$ cat config.mk
export PLATFORM = sky130hd
export DESIGN_NAME = instr_fetch
export DESIGN_NICKNAME = d
export VERILOG_FILES = /design/src/common/riscv_pkg.sv /design/src/core/instr_fetch.sv
export VERILOG_INCLUDE_DIRS = /design/src /design/src/common
export SDC_FILE = /design/constraint.sdc
export NUM_CORES = 1
export LEC_CHECK = 0
export BUFFER_PORTS_ARGS = -buffer_cell sky130_fd_sc_hd__buf_2
export CORE_MARGIN = 5
export CORE_UTILIZATION = 41
export DETAILED_ROUTE_END_ITERATION = 10
export PLACE_DENSITY = 0.76
export SYNTH_ARGS = -nofsm -noshare
export SYNTH_HDL_FRONTEND = slang
export SYNTH_SLANG_ARGS = --single-unit
$ cat constraint.sdc
create_clock -name clk -period 1.8 [get_ports clk]
set_input_delay 0.27 -clock clk [delete_from_list [all_inputs] [get_ports clk]]
set_output_delay 0.27 -clock clk [all_outputs]
set_load 0.05 [all_outputs]
$ cat src/common/riscv_params.svh
`ifndef RISCV_PARAMS_SVH
`define RISCV_PARAMS_SVH

// Memory map of the interrupt peripherals

// Key register, read when the key interrupt fires
`define KEY_BASE 64'h0000_0000_8000_0010

// Display register, receives a copy of the key value
`define ART_BASE 64'h0000_0000_8000_0000

// Fetch address after reset
`define RESET_PC 32'h0000_0000

// Value of interrupt_vector that selects the key source
`define KEY_IRQ_SRC 4'd1

`endif

$ cat src/common/riscv_pkg.sv
package riscv_pkg;

    typedef logic [63:0] xlen_t;      // One register word
    typedef logic [31:0] instr_t;     // One instruction word
    typedef logic [4:0]  reg_idx_t;   // x0..x31
    typedef logic [11:0] csr_addr_t;  // CSR space index

    // Major opcodes, bits 6:0 of the instruction
    localparam logic [6:0] OP_LUI    = 7'b0110111;
    localparam logic [6:0] OP_IMM    = 7'b0010011;
    localparam logic [6:0] OP_REG    = 7'b0110011;
    localparam logic [6:0] OP_SYSTEM = 7'b1110011;

    // funct3 / funct7 fields of the supported forms
    localparam logic [2:0] F3_ADD   = 3'b000;  // Shared by ADDI and ADD
    localparam logic [2:0] F3_CSRRW = 3'b001;
    localparam logic [6:0] F7_ADD   = 7'b0000000;

    // Machine CSRs held by the trap controller
    localparam csr_addr_t CSR_MSTATUS = 12'h300;
    localparam csr_addr_t CSR_MIE     = 12'h304;
    localparam csr_addr_t CSR_MTVEC   = 12'h305;
    localparam csr_addr_t CSR_MCAUSE  = 12'h342;

    localparam int MSTATUS_MIE = 3;   // Global machine interrupt enable
    localparam int MIE_MEIE    = 11;  // Machine external interrupt enable

    // Interrupt flag in the top bit, machine external cause 11 below
    localparam xlen_t MCAUSE_EXT_IRQ = {1'b1, 63'd11};

    // Interrupt service sequence
    typedef enum logic [1:0] {
        IRQ_IDLE,        // Waiting for a qualified request
        IRQ_READ,        // Key read on the bus
        IRQ_WRITE,       // Echo to display, redirect armed
        IRQ_WAIT_CLEAR   // Source must drop before next trigger
    } irq_state_t;

endpackage

$ cat src/core/instr_fetch.sv
`timescale 1ns/1ps
`include "riscv_params.svh"

module instr_fetch import riscv_pkg::*; (
    input  logic        clk,
    input  logic        reset,
    input  instr_t      instruction,  // Word at the current pc
    input  logic        redirect,     // Jump request from trap_ctrl
    input  logic [31:0] redirect_pc,
    output logic [31:0] pc,
    output instr_t      ir,
    output logic        bubble,       // ir holds a wrong-path fetch
    output logic        heartbeat
);

    // Instruction register and liveness toggle
    always_ff @(posedge clk or negedge reset) begin
        if (!reset) begin
            ir        <= '0;     // Zero word decodes as no-op
            heartbeat <= 1'b0;
        end else begin
            ir        <= instruction;
            heartbeat <= ~heartbeat;
        end
    end

    // Program counter
    always_ff @(posedge clk or negedge reset) begin
        if (!reset) begin
            pc     <= `RESET_PC;
            bubble <= 1'b0;
        end else begin
            if (redirect) begin
                pc <= redirect_pc;   // Trap vector
            end else begin
                pc <= pc + 32'd4;
            end
            // Word fetched alongside the jump is from the old path
            bubble <= redirect;
        end
    end

endmodule

==> out/metrics.cfg, run 1 <==
[timing]
slew_headroom_pct=75.90
timing.fmax_mhz=583.3
fin_crit_ps=1714
finClkSkew_ps=8.147
setup_violations=0
timing.final.crit_share_pct=95.24
timing_max_transition_violations_final=0
whs_ps=30.92
rsz0062_at_grt=false
worst_pin_slew_ps=361.2
hold_viol=0

[placement]
place_hpwl_um=5308
port_buffers=132
gp_congestion=0.7614
placed_cell_area_um2=3482

[power_and_ir_drop]
power.density_nw_per_um2=1026
intPower_mw=2.559
switching_power_mw=1.283
p_sw_share_pct=33.40
p_seq_share_pct=44.1
p_leak_nw=1.744
ir_worst_vdd_mv=0.6891
combPwrFrac_pct=22.3
clockPowerShare_pct=33.7
finalPower_mw=3.842

[global_route]
antenna_found_initial=0
grt_usage_pct=17.83
grt_first_pass_wirelength_um=11630
met1_usage_pct=20.26
global_route.usage.met3_pct=9.667
grt_start_max_net_pins=67
grt_pass1_vias=2387
gr-total-overflow=0
top_usage_layer=met2
use_met2_pct=27.60

[clock_tree]
clkLatencyLatePin_ps=340
clock-sinks=66
cts.reportedPaths.clkPinSlew_ps=70
clockBufferDepth=2
h-tree-depth=3
cts_made_buffers=9
cts_tree=done
cts-root-buf=clkbuf_8

[routing]
antenna_left=0
drt_first_pass_iters=6
route.detailed.drc=0
wl_per_cell_um=15.65
drtIter0Drc=54
wirelength_um=7090
vias=2335
via_per_inst=5.155

[die]
die_y_um=90.68
fp.dieW_um=90.68
io_pins=133
start_util_pct=42.03
die_area_um2=8223
coreArea_um2=6350
num_rows=29

[synth]
synth_edf_count=0
yosysSeqAreaShare_pct=61.88
syn_area_um2=2669
synth_common_cells=dfrtp_1 (66), nand2_1 (23)
synth_top_area_cell=dfrtp_1
synth_area_leaders=dfrtp_1 (62%), or4_1 (3.9%), o31ai_1 (3.4%), a31oi_1 (3.3%), nand2_1 (3.2%)
synth.distinct_cells=28
synthCells=230
synth_most_common_cell=dfrtp_1
post-synth-top-area-fraction_pct=61.88
synth_fp_nets=298
ys.flop_type=dfrtp_1
async_flop_share_pct=100.0
synth_area_per_cell_um2=11.60
synth_seq_cells=66
ys_warn_count=0

[cells_and_area]
layout-drive-gt1-share_pct=50.27
fin_area_um2=3746
num_antenna_cells=0
nets=439
area_growth_syn_to_layout_pct=40.37
fill_cells=540

[worst_setup_path]
cp-end-kind=flop
worstPathMaxFanout=12
required_ps=2060
critical_path_class=reg2reg
worst_ep_arrival_time_ps=1970
start_kind=flop

[run_status]
status=complete, no violations

[flow_run]
cap_violations=0

[worst_hold_path]
hold_path.class=in2reg

[flip-flops by register name, indices dropped and copies added, names as in the netlist]
signal     flops
heartbeat      1
pc            32
ir            32
bubble         1
[placed cells by master, fill, tap and decap left out]
master         Yosys  layout
or2_2              1       1
nand4_4            1       3
bufinv_16          0       1
buf_4              0       7
nand3_1            9       9
and3_1             3       3
nand4_1            8       8
xnor2_1            2       2
inv_6              0       1
and4_4             0       2
o211ai_1           3       3
and2_1             3       2
buf_2              4     132
buf_12             0       2
clkinvlp_4         0       1
dlygate4sd3_1      0       4
clkinv_4           0       1
mux2_2             3       3
a31oi_1           14      14
and4_1             4       1
and2_4             0       1
or4_1             14      14
xor2_1             9       9
clkinv_2           0       1
nor2_1            14      14
or3_1              3       3
o311ai_0           1       1
inv_1              4       4
dfrtp_2            0      19
clkbuf_8           1      11
dfrtp_1           66      47
o21ai_0           14      14
nand2_1           23      23
and4_2             0       1
o31ai_1           12      12
nand2_4            1       1
ha_4               0       1
[what timing repair did]
item                                    4_1_cts  5_1_grt
endpoints found under the setup margin        0       11
endpoints found under the hold margin        66        3
buffers inserted                              0        0
resized for setup                             0        4
hold buffers                                  1        3
[layout make-up]
type / instances / area (um^2) / share of cell area (%)
Tap cell: 77 / 96.34 / 2.572
Multi-Input combinational cell: 145 / 954.7 / 25.48
Inverter: 4 / 15.01 / 0.4008
Clock buffer: 11 / 151.4 / 4.041
Clock inverter: 5 / 60.06 / 1.603
Timing Repair Buffer: 145 / 793.3 / 21.18
Sequential cell: 66 / 1675 / 44.72
[layer usage]
| metal | wire length [um] | share of wire, % |
|---|---|---|
| met1 | 2742 | 39 |
| met2 | 3400 | 48 |
| met3 | 837 | 12 |
| met4 | 110 | 1.6 |
| met5 | 0 | 0 |
[cells by family after synthesis]
kind of cell    after synthesis  synth area share, %
compound gates               44                10.45
fa+ha+maj                     1               0.4687
simple gates                 86                18.52
buf+inv                      19                3.797
xor+xnor                     11                3.610
flops                        66                61.88
mux                           3                1.266
[metrics by stage]
stage	utilization [%]	worst slack (ps)	instances	TNS, ps
3_5_place_dp	54.84	33.77	433	0
6_report	59.00	85.62	453	0
4_1_cts	58.33	16.42	450	0
3_3_place_gp	54.84	73.06	433	0
5_1_grt	59.00	4.615	453	0
2_1_floorplan	-	-69.10	230	-76.99
[power groups by stage]
stage | clock network (mW) | registers, mW | logic [mW]
6_report | 1.29 | 1.69 | 0.856
2_1_floorplan | 0 | 2.11 | 0.177
5_1_grt | 1.42 | 1.71 | 0.917
3_5_place_dp | 0 | 1.72 | 0.855
3_3_place_gp | 0 | 1.71 | 0.846
4_1_cts | 1.33 | 1.69 | 0.859
[worst paths after layout]
| check | from | to | slack, ps | cells after the start |
|---|---|---|---|---|
| worst min register to register | heartbeat | heartbeat | 410 | 1 |
| worst min-delay path | instruction[24] | ir[24] | 30 | 1 |
| min in group asynchronous | reset | pc[3] | 470 | 3 |
| max in group asynchronous | reset | pc[19] | 1030 | 3 |
| worst max register to register | pc[6] | pc[21] | 90 | 5 |
| worst max-delay path | pc[6] | pc[21] | 90 | 5 |
[worst max-delay path, cell delays in order, from the launching register on]
cell and delay [ps]:
dfrtp_2 410, and4_4 260, buf_4 170, nand2_4 100, or4_1 520, a31oi_1 170
No activity file was read; power rests on OpenSTA's default activity.
==> inputs of run 2 (changes only) <==
Settings changed: CORE_UTILIZATION 41 to 42, CTS_BUF_LIST set to sky130_fd_sc_hd__clkbuf_2, PLACE_DENSITY 0.76 to 0.77.
Clock period 1.8 ns to 1.5 ns, I/O delays scaled along.
==> out/metrics.cfg, run 2 (synthesized netlist as in run 1, its figures left out) <==
[run_status]
status=complete, but fails checks
violations=setup timing

[clock_tree]
cts_made_buffers=9  ; unchanged
clock-sinks=66  ; unchanged
clkLatencyLatePin_ps=580  ; +240 ps
cts-root-buf=clkbuf_2
clockBufferDepth=2  ; unchanged
cts.reportedPaths.clkPinSlew_ps=260  ; +190 ps
cts_tree=done
h-tree-depth=3  ; unchanged

[worst_setup_path]
start_kind=flop
critical_path_class=reg2reg
worstPathMaxFanout=4  ; -8
required_ps=1980  ; -80 ps
ff2ff_path_depth=6  ; +1
r2r_slack_ps=-320  ; -400 ps
rr_startpoint=pc[2]
worst_ep_arrival_time_ps=2300  ; +330 ps
cp-end-kind=flop
r2r_end=pc[22]

[cells_and_area]
reg.largest.list=ir x32, pc x32
utilization_pct=86.01  ; +27 points
final_common_cell=buf_2
fin_area_um2=5399  ; +44%
nets=582  ; +33%
area_growth_syn_to_layout_pct=102.3
fill_cells=270  ; -50%
fin_cells=596  ; +32%
num_antenna_cells=0  ; unchanged
layout-drive-gt1-share_pct=56.84  ; +6.6 points
most-common-layout-cells=buf_2 (98), dlygate4sd3_1 (66), buf_4 (55)

[timing]
timing_max_transition_violations_final=0  ; unchanged
rsz0062_at_grt=true
setup_slack_ps=-319.1  ; -404.7 ps
timing.final.crit_share_pct=121.3  ; +26 points
hold_viol=0  ; unchanged
timing.fmax_mhz=549.7  ; -5.8%
slew_headroom_pct=66.55  ; -9.4 points
worst_pin_slew_ps=501.8  ; +140.7 ps
fin_crit_ps=1819  ; +104.7 ps
finClkSkew_ps=41.78  ; +33.63 ps
setup_violations=45  ; +45

[die]
coreArea_um2=6277  ; -1.1%
start_util_pct=42.52  ; +0.49 points
io_pins=133  ; unchanged
die_area_um2=8049  ; -2.1%
die_y_um=89.72  ; -1.1%
fp.dieW_um=89.72  ; -1.1%
num_rows=29  ; unchanged

[routing]
met3WireLength_um=1533  ; +83%
drt_first_pass_iters=5  ; -1
wirelength_um=14120  ; +99%
dr_wl_met2_um=6921  ; +100%
wl_per_cell_um=23.69  ; +51%
via_per_inst=5.800  ; +13%
route.detailed.drc=0  ; unchanged
antenna_left=0  ; unchanged
drtIter0Drc=250  ; +360%
vias=3457  ; +48%
route.top_layer_used=met4
wl_met1_um=4824  ; +76%

[placement]
gp_congestion=0.7998  ; +5.0%
place_hpwl_um=5752  ; +8.4%
dp.cells=464  ; +7.2%
port_buffers=132  ; unchanged
placed_cell_area_um2=3724  ; +6.9%
post-place-ws_ps=-147.9  ; -181.6 ps

[global_route]
antenna_found_initial=0  ; unchanged
grt_usage_pct=28.04  ; +10 points
grt_first_pass_wirelength_um=17800  ; +53%
grt_start_max_net_pins=33  ; -51%
gr-total-overflow=0  ; unchanged
grt_pass1_vias=3409  ; +43%

[power_and_ir_drop]
p_leak_nw=2.516  ; +44%
finalPower_mw=4.974  ; +29%
power.density_nw_per_um2=921.3  ; -10%
ir_worst_vdd_mv=0.8213  ; +19%

[flow_run]
cap_violations=0  ; unchanged

[worst_hold_path]
hold_path.class=in2async

==> run 2: cell count changes in the layout (fill, tap and decap cells not counted), moves of 9 or more <==
cell           change
clkbuf_2           +9
dlygate4sd3_1     +62
or4_1             -10
clkbuf_8          -11
buf_4             +48
buf_6             +36
buf_2             -34
or4_4             +10
buf_8             +19
==> run 2: where the power goes <==
group          internal, mW  total [mW]  switching (mW)  leakage [nW]
clock network         0.245        1.08           0.835        0.0575
logic                 0.807        1.86            1.06          1.72
registers              1.92        2.03           0.106         0.742
==> run 2: stage by stage <==
stage               hold WS [ps]  TNS, ps
CTS                        122.1    -1238
floorplan                 -70.59    -4120
global placement           198.0   -834.6
finish                     90.51    -4666
global route               117.9    -6958
detailed placement         200.7    -1572
==> run 2: routing by layer <==
layer	global-route usage, %	up-vias
met5	0	-
met4	12.85	0
met3	9.933	93
met2	48.66	322
met1	30.41	1627
li1	-	1415
==> run 2: worst max-delay path, cell delays in order (launching register included) <==
cell,delay [ps]
dfrtp_2,490
ha_4,150
and2_4,180
nand4_4,130
buf_4,160
or4_1,420
a31oi_1,200
==> run 2: final cells by class <==
class | count | area [um^2] | share of cell area [%]
Inverter | 4 | 15.01 | 0.2781
Tap cell | 77 | 96.34 | 1.784
Clock buffer | 9 | 45.04 | 0.8343
Multi-Input combinational cell | 147 | 1094 | 20.25
Sequential cell | 66 | 1682 | 31.15
Timing Repair Buffer | 286 | 2407 | 44.59
Clock inverter | 7 | 60.06 | 1.112
==> run 2: repair_timing <==
action                                  4_1_cts  5_1_grt
buffers inserted                             20       34
endpoints found under the setup margin       43       54
endpoints found under the hold margin       131        0
hold buffers                                 66        0
gates resized for setup                      92       67
pin swaps                                    13       24
cloned                                        2        0
==> run 2: worst max-delay path by stage <==
stage,from,endpoint,slack [ps],cells past startpoint
3_5_place_dp,pc[8],pc[20],-150,5
5_1_grt,pc[3],pc[22],-360,6
2_1_floorplan,pc[3],pc[30],-370,7
3_3_place_gp,pc[8],pc[26],-80,4
4_1_cts,pc[3],pc[20],-110,5
6_report,pc[2],pc[22],-320,6
==> inputs of run 3 (changes only) <==
Settings changed: SETUP_SLACK_MARGIN set to 0.2.
==> out/metrics.cfg, run 3 (synthesized netlist as in run 1, its figures left out) <==
[clock_tree]
cts-root-buf=clkbuf_2
cts_made_buffers=9  ; unchanged
clock-sinks=66  ; unchanged
cts_tree=done
h-tree-depth=3  ; unchanged
clkLatencyLatePin_ps=570  ; about the same
clockBufferDepth=2  ; unchanged
cts.reportedPaths.clkPinSlew_ps=250  ; about the same

[cells_and_area]
multiInputGateArea_um2=1182  ; +8.1%
most-common-layout-cells=buf_6 (83), dlygate4sd3_1 (66), buf_2 (66)
final_common_cell=buf_6
nets=593  ; +1.9%
final-seq-area_um2=1683  ; about the same
layout-drive-gt1-share_pct=59.81  ; +3.0 points
area_growth_syn_to_layout_pct=119.8
fin_area_um2=5867  ; +8.7%
reg.largest.list=ir x32, pc x32
fill_cells=182  ; -33%

[routing]
vias=3780  ; +9.3%
route.detailed.drc=0  ; unchanged
dr_wl_met2_um=7871  ; +14%
via_per_inst=6.217  ; +7.2%
route.top_layer_used=met5
met3WireLength_um=2097  ; +37%
drtIter0Drc=384  ; +54%
wl_met1_um=5567  ; +15%
drt_first_pass_iters=5  ; unchanged
wl_per_cell_um=28.34  ; +20%
wirelength_um=17230  ; +22%
antenna_left=0  ; unchanged

[placement]
placed_cell_area_um2=3749  ; +0.67%
place_hpwl_um=5771  ; +0.33%
port_buffers=132  ; unchanged
post-place-ws_ps=-153.5  ; -5.678 ps
gp_congestion=0.7593  ; -5.1%

[timing]
timing_max_transition_violations_final=0  ; unchanged
setup_slack_ps=-374.4  ; -55.29 ps
rsz0062_at_grt=true
timing.fmax_mhz=533.5  ; -2.9%
worst_pin_slew_ps=411.8  ; -90.00 ps
finClkSkew_ps=43.58  ; +1.798 ps
slew_headroom_pct=72.31  ; +5.8 points
timing.final.crit_share_pct=125.0  ; +3.7 points
fin_crit_ps=1874  ; +55.29 ps
hold_viol=0  ; unchanged
setup_violations=44  ; -2.2%

[worst_setup_path]
worst_ep_arrival_time_ps=2310  ; about the same
worstPathMaxFanout=6  ; +2
start_kind=flop
required_ps=1940  ; -40 ps
cp-end-kind=flop
critical_path_class=reg2reg

[flow_run]
cap_violations=0  ; unchanged

[global_route]
grt_pass1_vias=3388  ; -0.62%
antenna_found_initial=1  ; +1
grt_usage_pct=28.66  ; +0.62 points
grt_first_pass_wirelength_um=18310  ; +2.9%
grt_start_max_net_pins=56  ; +70%
gr-total-overflow=0  ; unchanged

[run_status]
status=complete, but fails checks
violations=setup timing

[worst_hold_path]
hold_path.class=in2async

[die]
fp.dieW_um=89.72  ; unchanged
die_y_um=89.72  ; unchanged
coreArea_um2=6277  ; unchanged
num_rows=29  ; unchanged
die_area_um2=8049  ; unchanged
start_util_pct=42.52  ; unchanged
io_pins=133  ; unchanged

[power_and_ir_drop]
power.density_nw_per_um2=910.2  ; -1.2%
p_leak_nw=2.692  ; +7.0%
ir_worst_vdd_mv=1.001  ; +22%

[run 3: changes by cell type in the layout (fill, tap and decap cells not counted), moves of 3 or more]
| cell | delta |
|---|---|
| buf_2 | -32 |
| buf_6 | +47 |
| buf_8 | +5 |
| clkbuf_4 | -7 |
| o21ai_0 | -3 |
[run 3: repair_timing]
item                                   4_1_cts  5_1_grt
gates resized for setup                    189       61
pin swaps                                   16       33
buffers inserted                            16       38
endpoints found under the hold margin      131        0
hold buffers                                66        0
gates cloned                                 1        1
setup endpoints to repair                   90       94
[run 3: stage by stage]
stage	total power [mW]	instances	setup TNS [ps]	hold WS, ps	util (%)
3_3_place_gp	3.171	469	-927.3	127.0	59.72
3_5_place_dp	3.198	469	-1344	134.4	59.72
5_1_grt	5.450	608	-8037	94.88	93.46
2_1_floorplan	2.748	230	-4118	-70.59	-
4_1_cts	4.746	568	-1144	90.95	84.23
6_report	5.340	608	-7239	89.70	93.46
[run 3: final cells by class]
| type | instances | area share (%) |
|---|---|---|
| flip-flops and latches | 66 | 28.68 |
| clock buffers | 10 | 0.8531 |
| repair buffers | 297 | 47.24 |
| inverters | 4 | 0.2559 |
| diodes | 1 | 0.04265 |
| well taps | 77 | 1.642 |
| clock inverters | 6 | 1.130 |
| multi-input cells | 147 | 20.15 |
[run 3: worst paths after layout]
path,startpoint,to,slack (ps),cells past startpoint
worst max register to register,pc[13],pc[22],-370,5
worst min-delay path,reset,pc[0],90,2
worst max-delay path,pc[13],pc[22],-370,5
worst min register to register,heartbeat,heartbeat,550,1
min in group clk,instruction[2],ir[2],280,2
max in group asynchronous,reset,pc[20],720,3
[run 3: critical path, stage by stage (launching register included)]
cell and delay, ps:
dfrtp_2 440, and4_4 280, buf_6 160, nand4_4 170, or4_1 430, a31oi_1 260
[run 3: where the power goes]
part           switching [mW]  internal [mW]
clock                   0.818          0.391
sequential              0.134           1.93
combinational            1.14          0.933
total                    2.09           3.25
[run 3: per-layer routing]
layer | vias to the layer above | track usage [%]
met5 | - | 0
met2 | 403 | 47.99
li1 | 1434 | -
met3 | 147 | 10.10
met4 | 2 | 11.21
met1 | 1794 | 33.46
