### src/common/riscv_params.svh
`ifndef RISCV_PARAMS_SVH
`define RISCV_PARAMS_SVH

// Memory map of the interrupt peripherals

// Key register, read when the key interrupt fires
`define KEY_BASE 64'h0000_0000_8000_0010

// Display register, receives a copy of the key value
`define ART_BASE 64'h0000_0000_8000_0000

// Fetch address after reset
`define RESET_PC 32'h0000_0000

// Value of interrupt_vector that selects the key source
`define KEY_IRQ_SRC 4'd1

`endif

### src/common/riscv_pkg.sv
package riscv_pkg;

    typedef logic [63:0] xlen_t;      // One register word
    typedef logic [31:0] instr_t;     // One instruction word
    typedef logic [4:0]  reg_idx_t;   // x0..x31
    typedef logic [11:0] csr_addr_t;  // CSR space index

    // Major opcodes, bits 6:0 of the instruction
    localparam logic [6:0] OP_LUI    = 7'b0110111;
    localparam logic [6:0] OP_IMM    = 7'b0010011;
    localparam logic [6:0] OP_REG    = 7'b0110011;
    localparam logic [6:0] OP_SYSTEM = 7'b1110011;

    // funct3 / funct7 fields of the supported forms
    localparam logic [2:0] F3_ADD   = 3'b000;  // Shared by ADDI and ADD
    localparam logic [2:0] F3_CSRRW = 3'b001;
    localparam logic [6:0] F7_ADD   = 7'b0000000;

    // Machine CSRs held by the trap controller
    localparam csr_addr_t CSR_MSTATUS = 12'h300;
    localparam csr_addr_t CSR_MIE     = 12'h304;
    localparam csr_addr_t CSR_MTVEC   = 12'h305;
    localparam csr_addr_t CSR_MCAUSE  = 12'h342;

    localparam int MSTATUS_MIE = 3;   // Global machine interrupt enable
    localparam int MIE_MEIE    = 11;  // Machine external interrupt enable

    // Interrupt flag in the top bit, machine external cause 11 below
    localparam xlen_t MCAUSE_EXT_IRQ = {1'b1, 63'd11};

    // Interrupt service sequence
    typedef enum logic [1:0] {
        IRQ_IDLE,        // Waiting for a qualified request
        IRQ_READ,        // Key read on the bus
        IRQ_WRITE,       // Echo to display, redirect armed
        IRQ_WAIT_CLEAR   // Source must drop before next trigger
    } irq_state_t;

endpackage

### src/common/csr_if.sv
`timescale 1ns/1ps

// CSR access port, combinational read, write at the clock edge
interface csr_if import riscv_pkg::*; ();

    csr_addr_t addr;   // CSR number from the instruction
    xlen_t     wdata;  // New value
    logic      we;     // Write at the next edge
    xlen_t     rdata;  // Current value, old one during a write

    modport req (
        output addr,
        output wdata,
        output we,
        input  rdata
    );

    modport rsp (
        input  addr,
        input  wdata,
        input  we,
        output rdata
    );

endinterface

### src/common/mem_bus_if.sv
`timescale 1ns/1ps

// Data bus, single-cycle strobes and no wait states
interface mem_bus_if import riscv_pkg::*; ();

    xlen_t address;       // Byte address of the access
    xlen_t write_data;
    logic  write_enable;  // One-cycle write strobe
    logic  read_enable;   // One-cycle read strobe
    xlen_t read_data;     // Sampled at the edge ending the read strobe

    // Trap controller side
    modport master (
        output address,
        output write_data,
        output write_enable,
        output read_enable,
        input  read_data
    );

    // Memory / top-level port side
    modport slave (
        input  address,
        input  write_data,
        input  write_enable,
        input  read_enable,
        output read_data
    );

endinterface

### src/core/trap_ctrl.sv
`timescale 1ns/1ps
`include "riscv_params.svh"

module trap_ctrl import riscv_pkg::*; (
    input  logic        clk,
    input  logic        reset,
    input  logic [3:0]  interrupt_vector,  // Active source number
    output logic        redirect,          // Jump to redirect_pc at next edge
    output logic [31:0] redirect_pc,
    output logic        interrupt_done,    // One-cycle completion pulse
    mem_bus_if.master   bus,
    csr_if.rsp          csr
);

    xlen_t      mstatus;
    xlen_t      mie;
    xlen_t      mtvec;
    xlen_t      mcause;
    irq_state_t state;
    logic       irq_req;    // Key source with both enables

    assign irq_req = (interrupt_vector == `KEY_IRQ_SRC)
                     && mstatus[MSTATUS_MIE] && mie[MIE_MEIE];

    // CSR read, old value during a write
    always_comb begin
        case (csr.addr)
            CSR_MSTATUS: csr.rdata = mstatus;
            CSR_MIE:     csr.rdata = mie;
            CSR_MTVEC:   csr.rdata = mtvec;
            CSR_MCAUSE:  csr.rdata = mcause;
            default:     csr.rdata = '0;   // Unimplemented CSRs read zero
        endcase
    end

    // Redirect armed during the echo write cycle
    assign redirect    = (state == IRQ_WRITE);
    assign redirect_pc = mtvec[31:0];

    always_ff @(posedge clk or negedge reset) begin
        if (!reset) begin
            mstatus          <= '0;
            mie              <= '0;
            mtvec            <= '0;
            mcause           <= '0;
            state            <= IRQ_IDLE;
            bus.address      <= '0;
            bus.write_data   <= '0;
            bus.read_enable  <= 1'b0;
            bus.write_enable <= 1'b0;
            interrupt_done   <= 1'b0;
        end else begin
            // Strobes default low
            bus.read_enable  <= 1'b0;
            bus.write_enable <= 1'b0;
            interrupt_done   <= 1'b0;

            // Software writes from CSRRW
            if (csr.we) begin
                case (csr.addr)
                    CSR_MSTATUS: mstatus <= csr.wdata;
                    CSR_MIE:     mie     <= csr.wdata;
                    CSR_MTVEC:   mtvec   <= csr.wdata;
                    CSR_MCAUSE:  mcause  <= csr.wdata;
                    default:     ;
                endcase
            end

            unique case (state)
                IRQ_IDLE: begin
                    if (irq_req) begin
                        bus.address     <= `KEY_BASE;
                        bus.read_enable <= 1'b1;
                        state           <= IRQ_READ;
                    end
                end
                IRQ_READ: begin
                    // Key data present at this edge
                    bus.write_data   <= bus.read_data;
                    bus.address      <= `ART_BASE;
                    bus.write_enable <= 1'b1;
                    mcause           <= MCAUSE_EXT_IRQ;  // Wins over a CSRRW
                    state            <= IRQ_WRITE;
                end
                IRQ_WRITE: begin
                    interrupt_done <= 1'b1;   // pc loads mtvec at this edge
                    state          <= IRQ_WAIT_CLEAR;
                end
                IRQ_WAIT_CLEAR: begin
                    // Level source, rearm only once it drops
                    if (interrupt_vector != `KEY_IRQ_SRC) begin
                        state <= IRQ_IDLE;
                    end
                end
            endcase
        end
    end

endmodule

### src/flat_wrapper.sv
// flat-port wrapper written by rule: the top's interface ports become plain ports
module trap_ctrl_flat import riscv_pkg::*;
  (clk, reset, interrupt_vector, redirect, redirect_pc, interrupt_done, bus_address, bus_write_data, bus_write_enable, bus_read_enable, bus_read_data, csr_addr, csr_wdata, csr_we, csr_rdata);
  mem_bus_if bus_i ();
  csr_if csr_i ();
  input  logic clk;
  input  logic reset;
  input  logic [3:0] interrupt_vector;
  output logic redirect;
  output logic [31:0] redirect_pc;
  output logic interrupt_done;
  output wire logic [$bits(bus_i.address)-1:0] bus_address;
  output wire logic [$bits(bus_i.write_data)-1:0] bus_write_data;
  output wire logic [$bits(bus_i.write_enable)-1:0] bus_write_enable;
  output wire logic [$bits(bus_i.read_enable)-1:0] bus_read_enable;
  input wire logic [$bits(bus_i.read_data)-1:0] bus_read_data;
  input wire logic [$bits(csr_i.addr)-1:0] csr_addr;
  input wire logic [$bits(csr_i.wdata)-1:0] csr_wdata;
  input wire logic [$bits(csr_i.we)-1:0] csr_we;
  output wire logic [$bits(csr_i.rdata)-1:0] csr_rdata;
  assign bus_address = bus_i.address;
  assign bus_write_data = bus_i.write_data;
  assign bus_write_enable = bus_i.write_enable;
  assign bus_read_enable = bus_i.read_enable;
  assign bus_i.read_data = bus_read_data;
  assign csr_i.addr = csr_addr;
  assign csr_i.wdata = csr_wdata;
  assign csr_i.we = csr_we;
  assign csr_rdata = csr_i.rdata;
  trap_ctrl u_core (.clk(clk), .reset(reset), .interrupt_vector(interrupt_vector), .redirect(redirect), .redirect_pc(redirect_pc), .interrupt_done(interrupt_done), .bus(bus_i), .csr(csr_i));
endmodule
### config.mk
export PLATFORM = sky130hd
export DESIGN_NAME = trap_ctrl_flat
export DESIGN_NICKNAME = d
export VERILOG_FILES = /design/src/common/riscv_pkg.sv /design/src/common/csr_if.sv /design/src/common/mem_bus_if.sv /design/src/core/trap_ctrl.sv /design/src/flat_wrapper.sv
export VERILOG_INCLUDE_DIRS = /design/src /design/src/common
export SDC_FILE = /design/constraint.sdc
export NUM_CORES = 1
export LEC_CHECK = 0
export BUFFER_PORTS_ARGS = -buffer_cell sky130_fd_sc_hd__buf_2
export CAP_MARGIN = 20
export CORE_ASPECT_RATIO = 0.75
export CORE_MARGIN = 4
export CORE_UTILIZATION = 45
export CTS_CLUSTER_DIAMETER = 80
export DETAILED_ROUTE_END_ITERATION = 16
export GPL_TIMING_DRIVEN = 0
export PLACE_DENSITY = 0.77
export SETUP_SLACK_MARGIN = 0.2
export SYNTH_ARGS = -nofsm -noshare
export SYNTH_HDL_FRONTEND = slang
export SYNTH_SLANG_ARGS = --single-unit
### constraint.sdc
create_clock -name clk -period 1.8 [get_ports clk]
set_clock_uncertainty 0.05 [all_clocks]
set_input_delay 0.18 -clock clk [delete_from_list [all_inputs] [get_ports clk]]
set_output_delay 0.18 -clock clk [all_outputs]
set_load 0.005 [all_outputs]
==> impl_metrics.sql, run 1 <==
INSERT INTO impl_metrics (metric_group, metric, value, unit) VALUES
('outcome', 'status', 'complete, no violations', ''),
('floorplan', 'core.rowCount', '58', ''),
('setup_path', 'critPathCaptureType', 'primary output', ''),
('layout', 'layout-drive-gt1-share', '47.8', '%'),
('synth', 'synth-seq-cells', '327', ''),
('timing', 'slew_headroom', '57.4', '%'),
('synth', 'synth_sequential_area_ratio', '53.2', '%'),
('run', 'max_cap_violations', '0', ''),
('floorplan', 'die_y', '168', 'um'),
('synth', 'synth_edf_count', '0', ''),
('setup_path', 'setup.worst_path.start_class', 'primary input', ''),
('timing', 'timing.final.ws_setup', '0.0265', 'ns'),
('cts', 'clk_transition_reported_paths', '0.06', 'ns'),
('timing', 'final_period_minus_worst_setup_slack', '1.77', 'ns'),
('setup_path', 'critPathKind', 'in -> out', ''),
('timing', 'timing.final.hold_violations', '0', ''),
('synth', 'syn-mean-instance-area', '13.0', 'um2'),
('layout', 'layout-area-overhead-vs-synth', '38.5', '%'),
('pwr', 'peakVddDrop', '0.619', 'mV'),
('setup_path', 'timing.reg2reg.worst_path_depth', '5', ''),
('setup_path', 'slowest_stage', 'o22a_1', ''),
('setup_path', 'r2r_start', 'u_core.state[1]', ''),
('place', 'io_buffers', '312', ''),
('grt', 'global_route_wire_length_before_repair', '69900', 'um'),
('layout', 'final_cell_mix', 'dfrtp_1 (326), buf_2 (310), mux2_2 (208)', ''),
('pwr', 'p_per_area', '965', 'nW/um2'),
('cts', 'cts-root-to-sink-buffers', '3', ''),
('setup_path', 'worst-endpoint-required', '1.57', 'ns'),
('grt', 'number_of_global_route_vias_before_repair', '12257', ''),
('grt', 'antenna_found_initial', '1', ''),
('cts', 'tritoncts_buffer_count', '35', ''),
('place', 'gpl.final_weighted_congestion', '0.790', ''),
('layout', 'final_common_cell', 'dfrtp_1', ''),
('grt', 'grt_max_degree', '124', ''),
('pwr', 'leakage', '10.4', 'nW'),
('synth', 'syn_inst', '1181', ''),
('worst_hold_path', 'hold_path.class', 'in -> async', ''),
('timing', 'grt_setup_unrepaired', 'true', ''),
('synth', 'ys.flop_type', 'dfrtp_1', ''),
('drt', 'drc', '0', ''),
('layout', 'final_nets', '1899', ''),
('drt', 'drt_iter0_drc', '673', ''),
('cts', 'htreeDepth', '2', ''),
('drt', 'post_drt_via_cell_ratio', '5.16', ''),
('timing', 'timing_max_transition_violations_final', '0', ''),
('cts', 'clkSinkCount', '327', ''),
('synth', 'async_reset_ff_share', '100', '%'),
('layout', 'fillCellCount', '2541', ''),
('cts', 'cts_tree', 'built', ''),
('drt', 'routed_wirelength', '45400', 'um'),
('synth', 'yosysWarningCount', '0', ''),
('layout', 'multi_input_area', '6490', 'um2'),
('floorplan', 'die_x', '221', 'um'),
('cts', 'cts_root_buffer', 'clkbuf_16', ''),
('timing', 'setup_viol', '0', ''),
('setup_path', 'crit_fanout', '10', ''),
('place', 'pre_cts_slack', '-0.545', 'ns'),
('layout', 'final_cell_area', '21300', 'um2'),
('floorplan', 'initial_core_util', '45.8', '%'),
('layout', 'register_area', '8180', 'um2'),
('synth', 'synth_cell_area', '15400', 'um2'),
('cts', 'insertion_delay', '0.50', 'ns'),
('drt', 'antenna_violating_nets_post_route', '0', ''),
('drt', 'drt_pass1_iterations', '5', ''),
('place', 'post_detail_place_hpwl', '30100', 'um'),
('drt', 'wl_per_cell', '20.5', 'um'),
('floorplan', 'design.core.area', '33600', 'um2'),
('grt', 'overflow', '0', ''),
('timing', 'finalHoldWorstSlack', '0.0590', 'ns'),
('setup_path', 'setup.reg_to_reg.worst_slack', '0.23', 'ns'),
('floorplan', 'fp.dieArea', '37200', 'um2'),
('floorplan', 'ios', '375', ''),
('setup_path', 'reg2reg_to', 'u_core.bus.write_data[2]', ''),
('setup_path', 'slowest_delay', '0.23', 'ns'),
('setup_path', 'worstPathArrival', '1.54', 'ns'),
('setup_path', 'timing.critical_path.cells', 'buf_6 > nor3_4 > nand2_2 > clkbuf_16 > clkbuf_8 > o22a_1 > nor2_1 > buf_2', ''),
('place', 'area_after_detailed_placement', '17800', 'um2'),
('timing', 'period_share', '98.5', '%'),
('grt', 'grt_util_all_layers', '23.4', '%'),
('timing', 'worst-slew-pin-transition', '0.639', 'ns'),
('timing', 'max_clk_rate', '564', 'MHz'),
('drt', 'dr_vias', '11460', ''),
('synth', 'netlist-cell-type-count', '33', ''),
('timing', 'totalNegativeSetupSlack', '0', 'ns');
area by class of cell:
cell class	instances	share of cell area, %
Antenna cell	1	0.0117
Multi-Input combinational cell	737	30.5
Timing Repair Buffer	468	15.1
Clock buffer	55	5.23
Buffer	174	7.81
Sequential cell	327	38.4
Inverter	4	0.0999
Tap cell	450	2.64
Clock inverter	4	0.235
logic make-up after synthesis:
family                     share of synthesized area, %
DFF                                                53.2
buffers and inverters                              7.83
AOI/OAI and AO/OA                                  6.91
adders and majority gates                         0.407
muxes                                              27.3
other                                            0.0244
and+or+nand+nor                                    4.36
cell usage after synthesis, types with 2 or more instances:
cell / instances / area [um2]
clkbuf_1: 32 / 120
o22a_1: 64 / 561
buf_1: 14 / 52.6
and2_1: 2 / 12.5
dfrtp_1: 327 / 8180
nand4b_1: 2 / 17.5
buf_6: 21 / 236
mux2i_1: 130 / 1300
buf_2: 9 / 45.0
nor2_1: 127 / 477
nand2_1: 7 / 26.3
nor2_4: 3 / 33.8
buf_4: 98 / 736
inv_1: 4 / 15.0
mux2_1: 47 / 529
mux2_2: 210 / 2360
ha_1: 5 / 62.6
a22oi_1: 64 / 480
timing repair:
action	in CTS	in global routing
endpoints found under the hold margin	583	0
gates cloned	0	5
pin swaps	6	28
endpoints found under the setup margin	191	199
buffers inserted	11	8
gates resized for setup	168	54
hold buffers	129	0
power breakdown:
part	total [mW]	internal (mW)	switching [mW]	leakage, nW
clock	7.29	4.37	2.92	0.568
sequential	8.60	8.18	0.419	4.39
combinational	4.67	2.51	2.15	5.46
per-layer routing:
| metal | track usage, % | part of all wire (%) | vias up |
|---|---|---|---|
| li1 | - | - | 5203 |
| met1 | 31.7 | 43 | 5808 |
| met2 | 38.4 | 49 | 375 |
| met3 | 5.00 | 6.1 | 74 |
| met4 | 6.93 | 2.5 | 0 |
| met5 | 0 | 0 | - |
sequential cells by signal, summed over array words and instances (netlist names), 2 cells and up:
signal,count
u_core.state,2
u_core.bus.address,2
u_core.bus.write_data,64
u_core.mcause,64
u_core.mie,64
u_core.mstatus,64
u_core.mtvec,64
critical path: cells and delay by family:
family / cells / cell delay (ns)
simple gates: 3 / 0.50
compound gates: 1 / 0.23
buf+inv: 4 / 0.61
per-stage QoR:
| step | std cells | total power, mW | utilization, % |
|---|---|---|---|
| 6_report | 2220 | 20.6 | 63.4 |
| 5_1_grt | 2220 | 21.4 | 63.4 |
| 3_5_place_dp | 2007 | 12.5 | 53.1 |
| 4_1_cts | 2206 | 20.4 | 62.3 |
| 3_3_place_gp | 2004 | 12.3 | 52.8 |
| 2_1_floorplan | 1242 | 10.7 | - |
worst max path at each step:
| stage | startpoint | to | slack, ns | depth (start not counted) |
|---|---|---|---|---|
| floorplan | csr_addr[6] | u_core.mstatus[3] | 0.26 | 5 |
| global placement | reset | u_core.bus.write_data[49] | -5.64 | 1 |
| detailed placement | csr_addr[6] | csr_rdata[8] | -0.55 | 8 |
| CTS | u_core.mcause[53] | csr_rdata[53] | 0.09 | 4 |
| global route | csr_addr[5] | csr_rdata[12] | -0.04 | 8 |
| finish | csr_addr[5] | csr_rdata[20] | 0.03 | 8 |
Note: power is estimated with default switching activity, not from simulation.
==> inputs of run 2 (changes only) <==
HOLD_SLACK_MARGIN = 0.12   (was unset)
==> run 2 against run 1 <==
  * Combinational power is essentially flat
  * Final area is essentially flat
  * Flip-flop and latch count is the same
  * Global-route usage is essentially flat
  * Power is essentially flat
  * Via count grew 0.56%
  * Fmax shrank 0.16%
  * Critical path depth is the same
  * First-iteration DRC count shrank 4.3%
  * Critical endpoint unchanged
  * Largest power group unchanged
==> impl_metrics.sql, run 2 (synthesized netlist as in run 1, its figures left out) <==
INSERT INTO impl_metrics (metric_group, metric, value, unit) VALUES
('grt', 'grt_util_all_layers', '23.4', '%'),
('pwr', 'final_power', '20.6', 'mW'),
('floorplan', 'core.rowCount', '58', ''),
('place', 'io_buffers', '312', ''),
('timing', 'timing.final.hold_violations', '0', ''),
('place', 'post_detail_place_hpwl', '30100', 'um'),
('grt', 'overflow', '0', ''),
('pwr', 'combPwrFrac', '22.7', '%'),
('place', 'area_after_detailed_placement', '17800', 'um2'),
('setup_path', 'setup.worst_path.start_class', 'primary input', ''),
('setup_path', 'crit_fanout', '10', ''),
('setup_path', 'critPathKind', 'in -> out', ''),
('setup_path', 'worst-endpoint-required', '1.57', 'ns'),
('drt', 'dr_vias', '11524', ''),
('pwr', 'leakage', '10.4', 'nW'),
('pwr', 'peakVddDrop', '0.618', 'mV'),
('cts', 'insertion_delay', '0.50', 'ns'),
('timing', 'worst-slew-pin-transition', '0.634', 'ns'),
('timing', 'setup_viol', '0', ''),
('timing', 'slew_headroom', '57.7', '%'),
('layout', 'final_common_cell', 'dfrtp_1', ''),
('floorplan', 'die_x', '221', 'um'),
('layout', 'fillCellCount', '2538', ''),
('setup_path', 'r2r_start', 'u_core.state[1]', ''),
('layout', 'layout-area-overhead-vs-synth', '38.6', '%'),
('cts', 'cts-hold-fix-buffers', '130', ''),
('setup_path', 'setup.reg_to_reg.worst_slack', '0.22', 'ns'),
('timing', 'totalNegativeSetupSlack', '0', 'ns'),
('pwr', 'total_internal_power', '15.1', 'mW'),
('pwr', 'clock_power_share', '35.5', '%'),
('setup_path', 'worstPathArrival', '1.55', 'ns'),
('cts', 'cts-root-to-sink-buffers', '3', ''),
('cts', 'htreeDepth', '2', ''),
('drt', 'wl_per_cell', '20.5', 'um'),
('pwr', 'total_switching_power', '5.50', 'mW'),
('setup_path', 'timing.reg2reg.worst_path_depth', '5', ''),
('place', 'total_instance_count_after_detailed_placement', '2007', ''),
('cts', 'tritoncts_buffer_count', '35', ''),
('cts', 'cts_root_buffer', 'clkbuf_16', ''),
('layout', 'layout-drive-gt1-share', '47.9', '%'),
('grt', 'global_route_wire_length_before_repair', '70000', 'um'),
('drt', 'post_drt_via_cell_ratio', '5.19', ''),
('drt', 'drt_iter0_drc', '644', ''),
('drt', 'drt_pass1_iterations', '5', ''),
('grt', 'antenna_found_initial', '1', ''),
('timing', 'period_share', '98.7', '%'),
('place', 'gpl.final_weighted_congestion', '0.790', ''),
('grt', 'grt_max_degree', '124', ''),
('timing', 'max_clk_rate', '563', 'MHz'),
('floorplan', 'ios', '375', ''),
('drt', 'routed_wirelength', '45500', 'um'),
('outcome', 'status', 'complete, no violations', ''),
('cts', 'clk_transition_reported_paths', '0.06', 'ns'),
('drt', 'drc', '0', ''),
('timing', 'grt_setup_unrepaired', 'true', ''),
('cts', 'cts_tree', 'built', ''),
('grt', 'number_of_global_route_vias_before_repair', '12268', ''),
('timing', 'final_period_minus_worst_setup_slack', '1.78', 'ns'),
('run', 'max_cap_violations', '0', ''),
('floorplan', 'fp.dieArea', '37200', 'um2'),
('setup_path', 'critPathCaptureType', 'primary output', ''),
('setup_path', 'reg2reg_to', 'u_core.bus.write_data[2]', ''),
('pwr', 'p_per_area', '965', 'nW/um2'),
('floorplan', 'initial_core_util', '45.8', '%'),
('timing', 'finalHoldWorstSlack', '0.0595', 'ns'),
('pwr', 'seqPwrFrac', '41.8', '%'),
('layout', 'final_cell_area', '21300', 'um2'),
('layout', 'final_cell_mix', 'dfrtp_1 (326), buf_2 (310), mux2_2 (208)', ''),
('layout', 'final_nets', '1900', ''),
('layout', 'layout.cells.non_filler', '2221', ''),
('worst_hold_path', 'hold_path.class', 'in -> async', ''),
('cts', 'clkSinkCount', '327', ''),
('pwr', 'power.switching_fraction', '26.7', '%'),
('floorplan', 'design.core.area', '33600', 'um2'),
('timing', 'timing_max_transition_violations_final', '0', ''),
('floorplan', 'die_y', '168', 'um'),
('drt', 'antenna_violating_nets_post_route', '0', '');
==> run 2: changes by cell type in the layout (fill, tap and decap cells not counted), sizes merged <==
| cell | previous run | this run |
|---|---|---|
| dlygate4sd3 | 129 | 130 |
==> run 2: worst max path at each step <==
stage / startpoint / cells after the start / endpoint
6_report: csr_addr[5] / 8 / csr_rdata[20]
5_1_grt: csr_addr[5] / 8 / csr_rdata[12]
4_1_cts: u_core.mcause[53] / 4 / csr_rdata[53]
3_5_place_dp: csr_addr[6] / 8 / csr_rdata[8]
3_3_place_gp: reset / 1 / u_core.bus.write_data[49]
2_1_floorplan: csr_addr[6] / 5 / u_core.mstatus[3]
==> run 2: area by class of cell <==
| class | count | area [um2] | area share (%) |
|---|---|---|---|
| Buffer | 174 | 1660 | 7.80 |
| Clock buffer | 55 | 1110 | 5.22 |
| Timing Repair Buffer | 469 | 3220 | 15.1 |
| Sequential cell | 327 | 8180 | 38.4 |
| Tap cell | 450 | 563 | 2.64 |
| Multi-Input combinational cell | 737 | 6500 | 30.5 |
| Antenna cell | 1 | 2.50 | 0.0117 |
| Clock inverter | 4 | 50.0 | 0.235 |
| Inverter | 4 | 21.3 | 0.0998 |
==> run 2: power groups by stage <==
stage / registers, mW / clock network, mW / logic [mW]
2_1_floorplan: 8.75 / 0 / 1.91
3_3_place_gp: 8.64 / 0 / 3.69
3_5_place_dp: 8.69 / 0 / 3.82
4_1_cts: 8.56 / 7.43 / 4.39
5_1_grt: 8.71 / 7.71 / 5.02
6_report: 8.60 / 7.29 / 4.67
==> run 2: layer usage <==
metal / part of all wire, % / GRT usage [%] / wire length [um] / vias up
li1: - / - / - / 5207
met1: 43 / 31.7 / 19600 / 5889
met2: 49 / 38.4 / 22200 / 354
met3: 5.9 / 5.00 / 2690 / 74
met4: 2.4 / 6.90 / 1100 / 0
met5: 0 / 0 / 0 / -
==> run 2: critical path, cell delays in order <==
cell,delay [ns]
buf_6,0.09
nor3_4,0.22
nand2_2,0.15
clkbuf_16,0.20
clkbuf_8,0.18
o22a_1,0.23
nor2_1,0.13
buf_2,0.15
==> run 2: timing repair <==
item	CTS	global route
pin swaps	6	28
gates cloned	0	5
resized for setup	168	55
buffers inserted	11	8
hold endpoints to repair	584	30
setup endpoints to repair	191	199
==> run 2: stage by stage <==
stage | utilization, % | setup WS (ns)
2_1_floorplan | - | 0.259
3_3_place_gp | 52.8 | -5.64
3_5_place_dp | 53.1 | -0.545
4_1_cts | 62.4 | 0.0893
5_1_grt | 63.4 | -0.0429
6_report | 63.4 | 0.0237
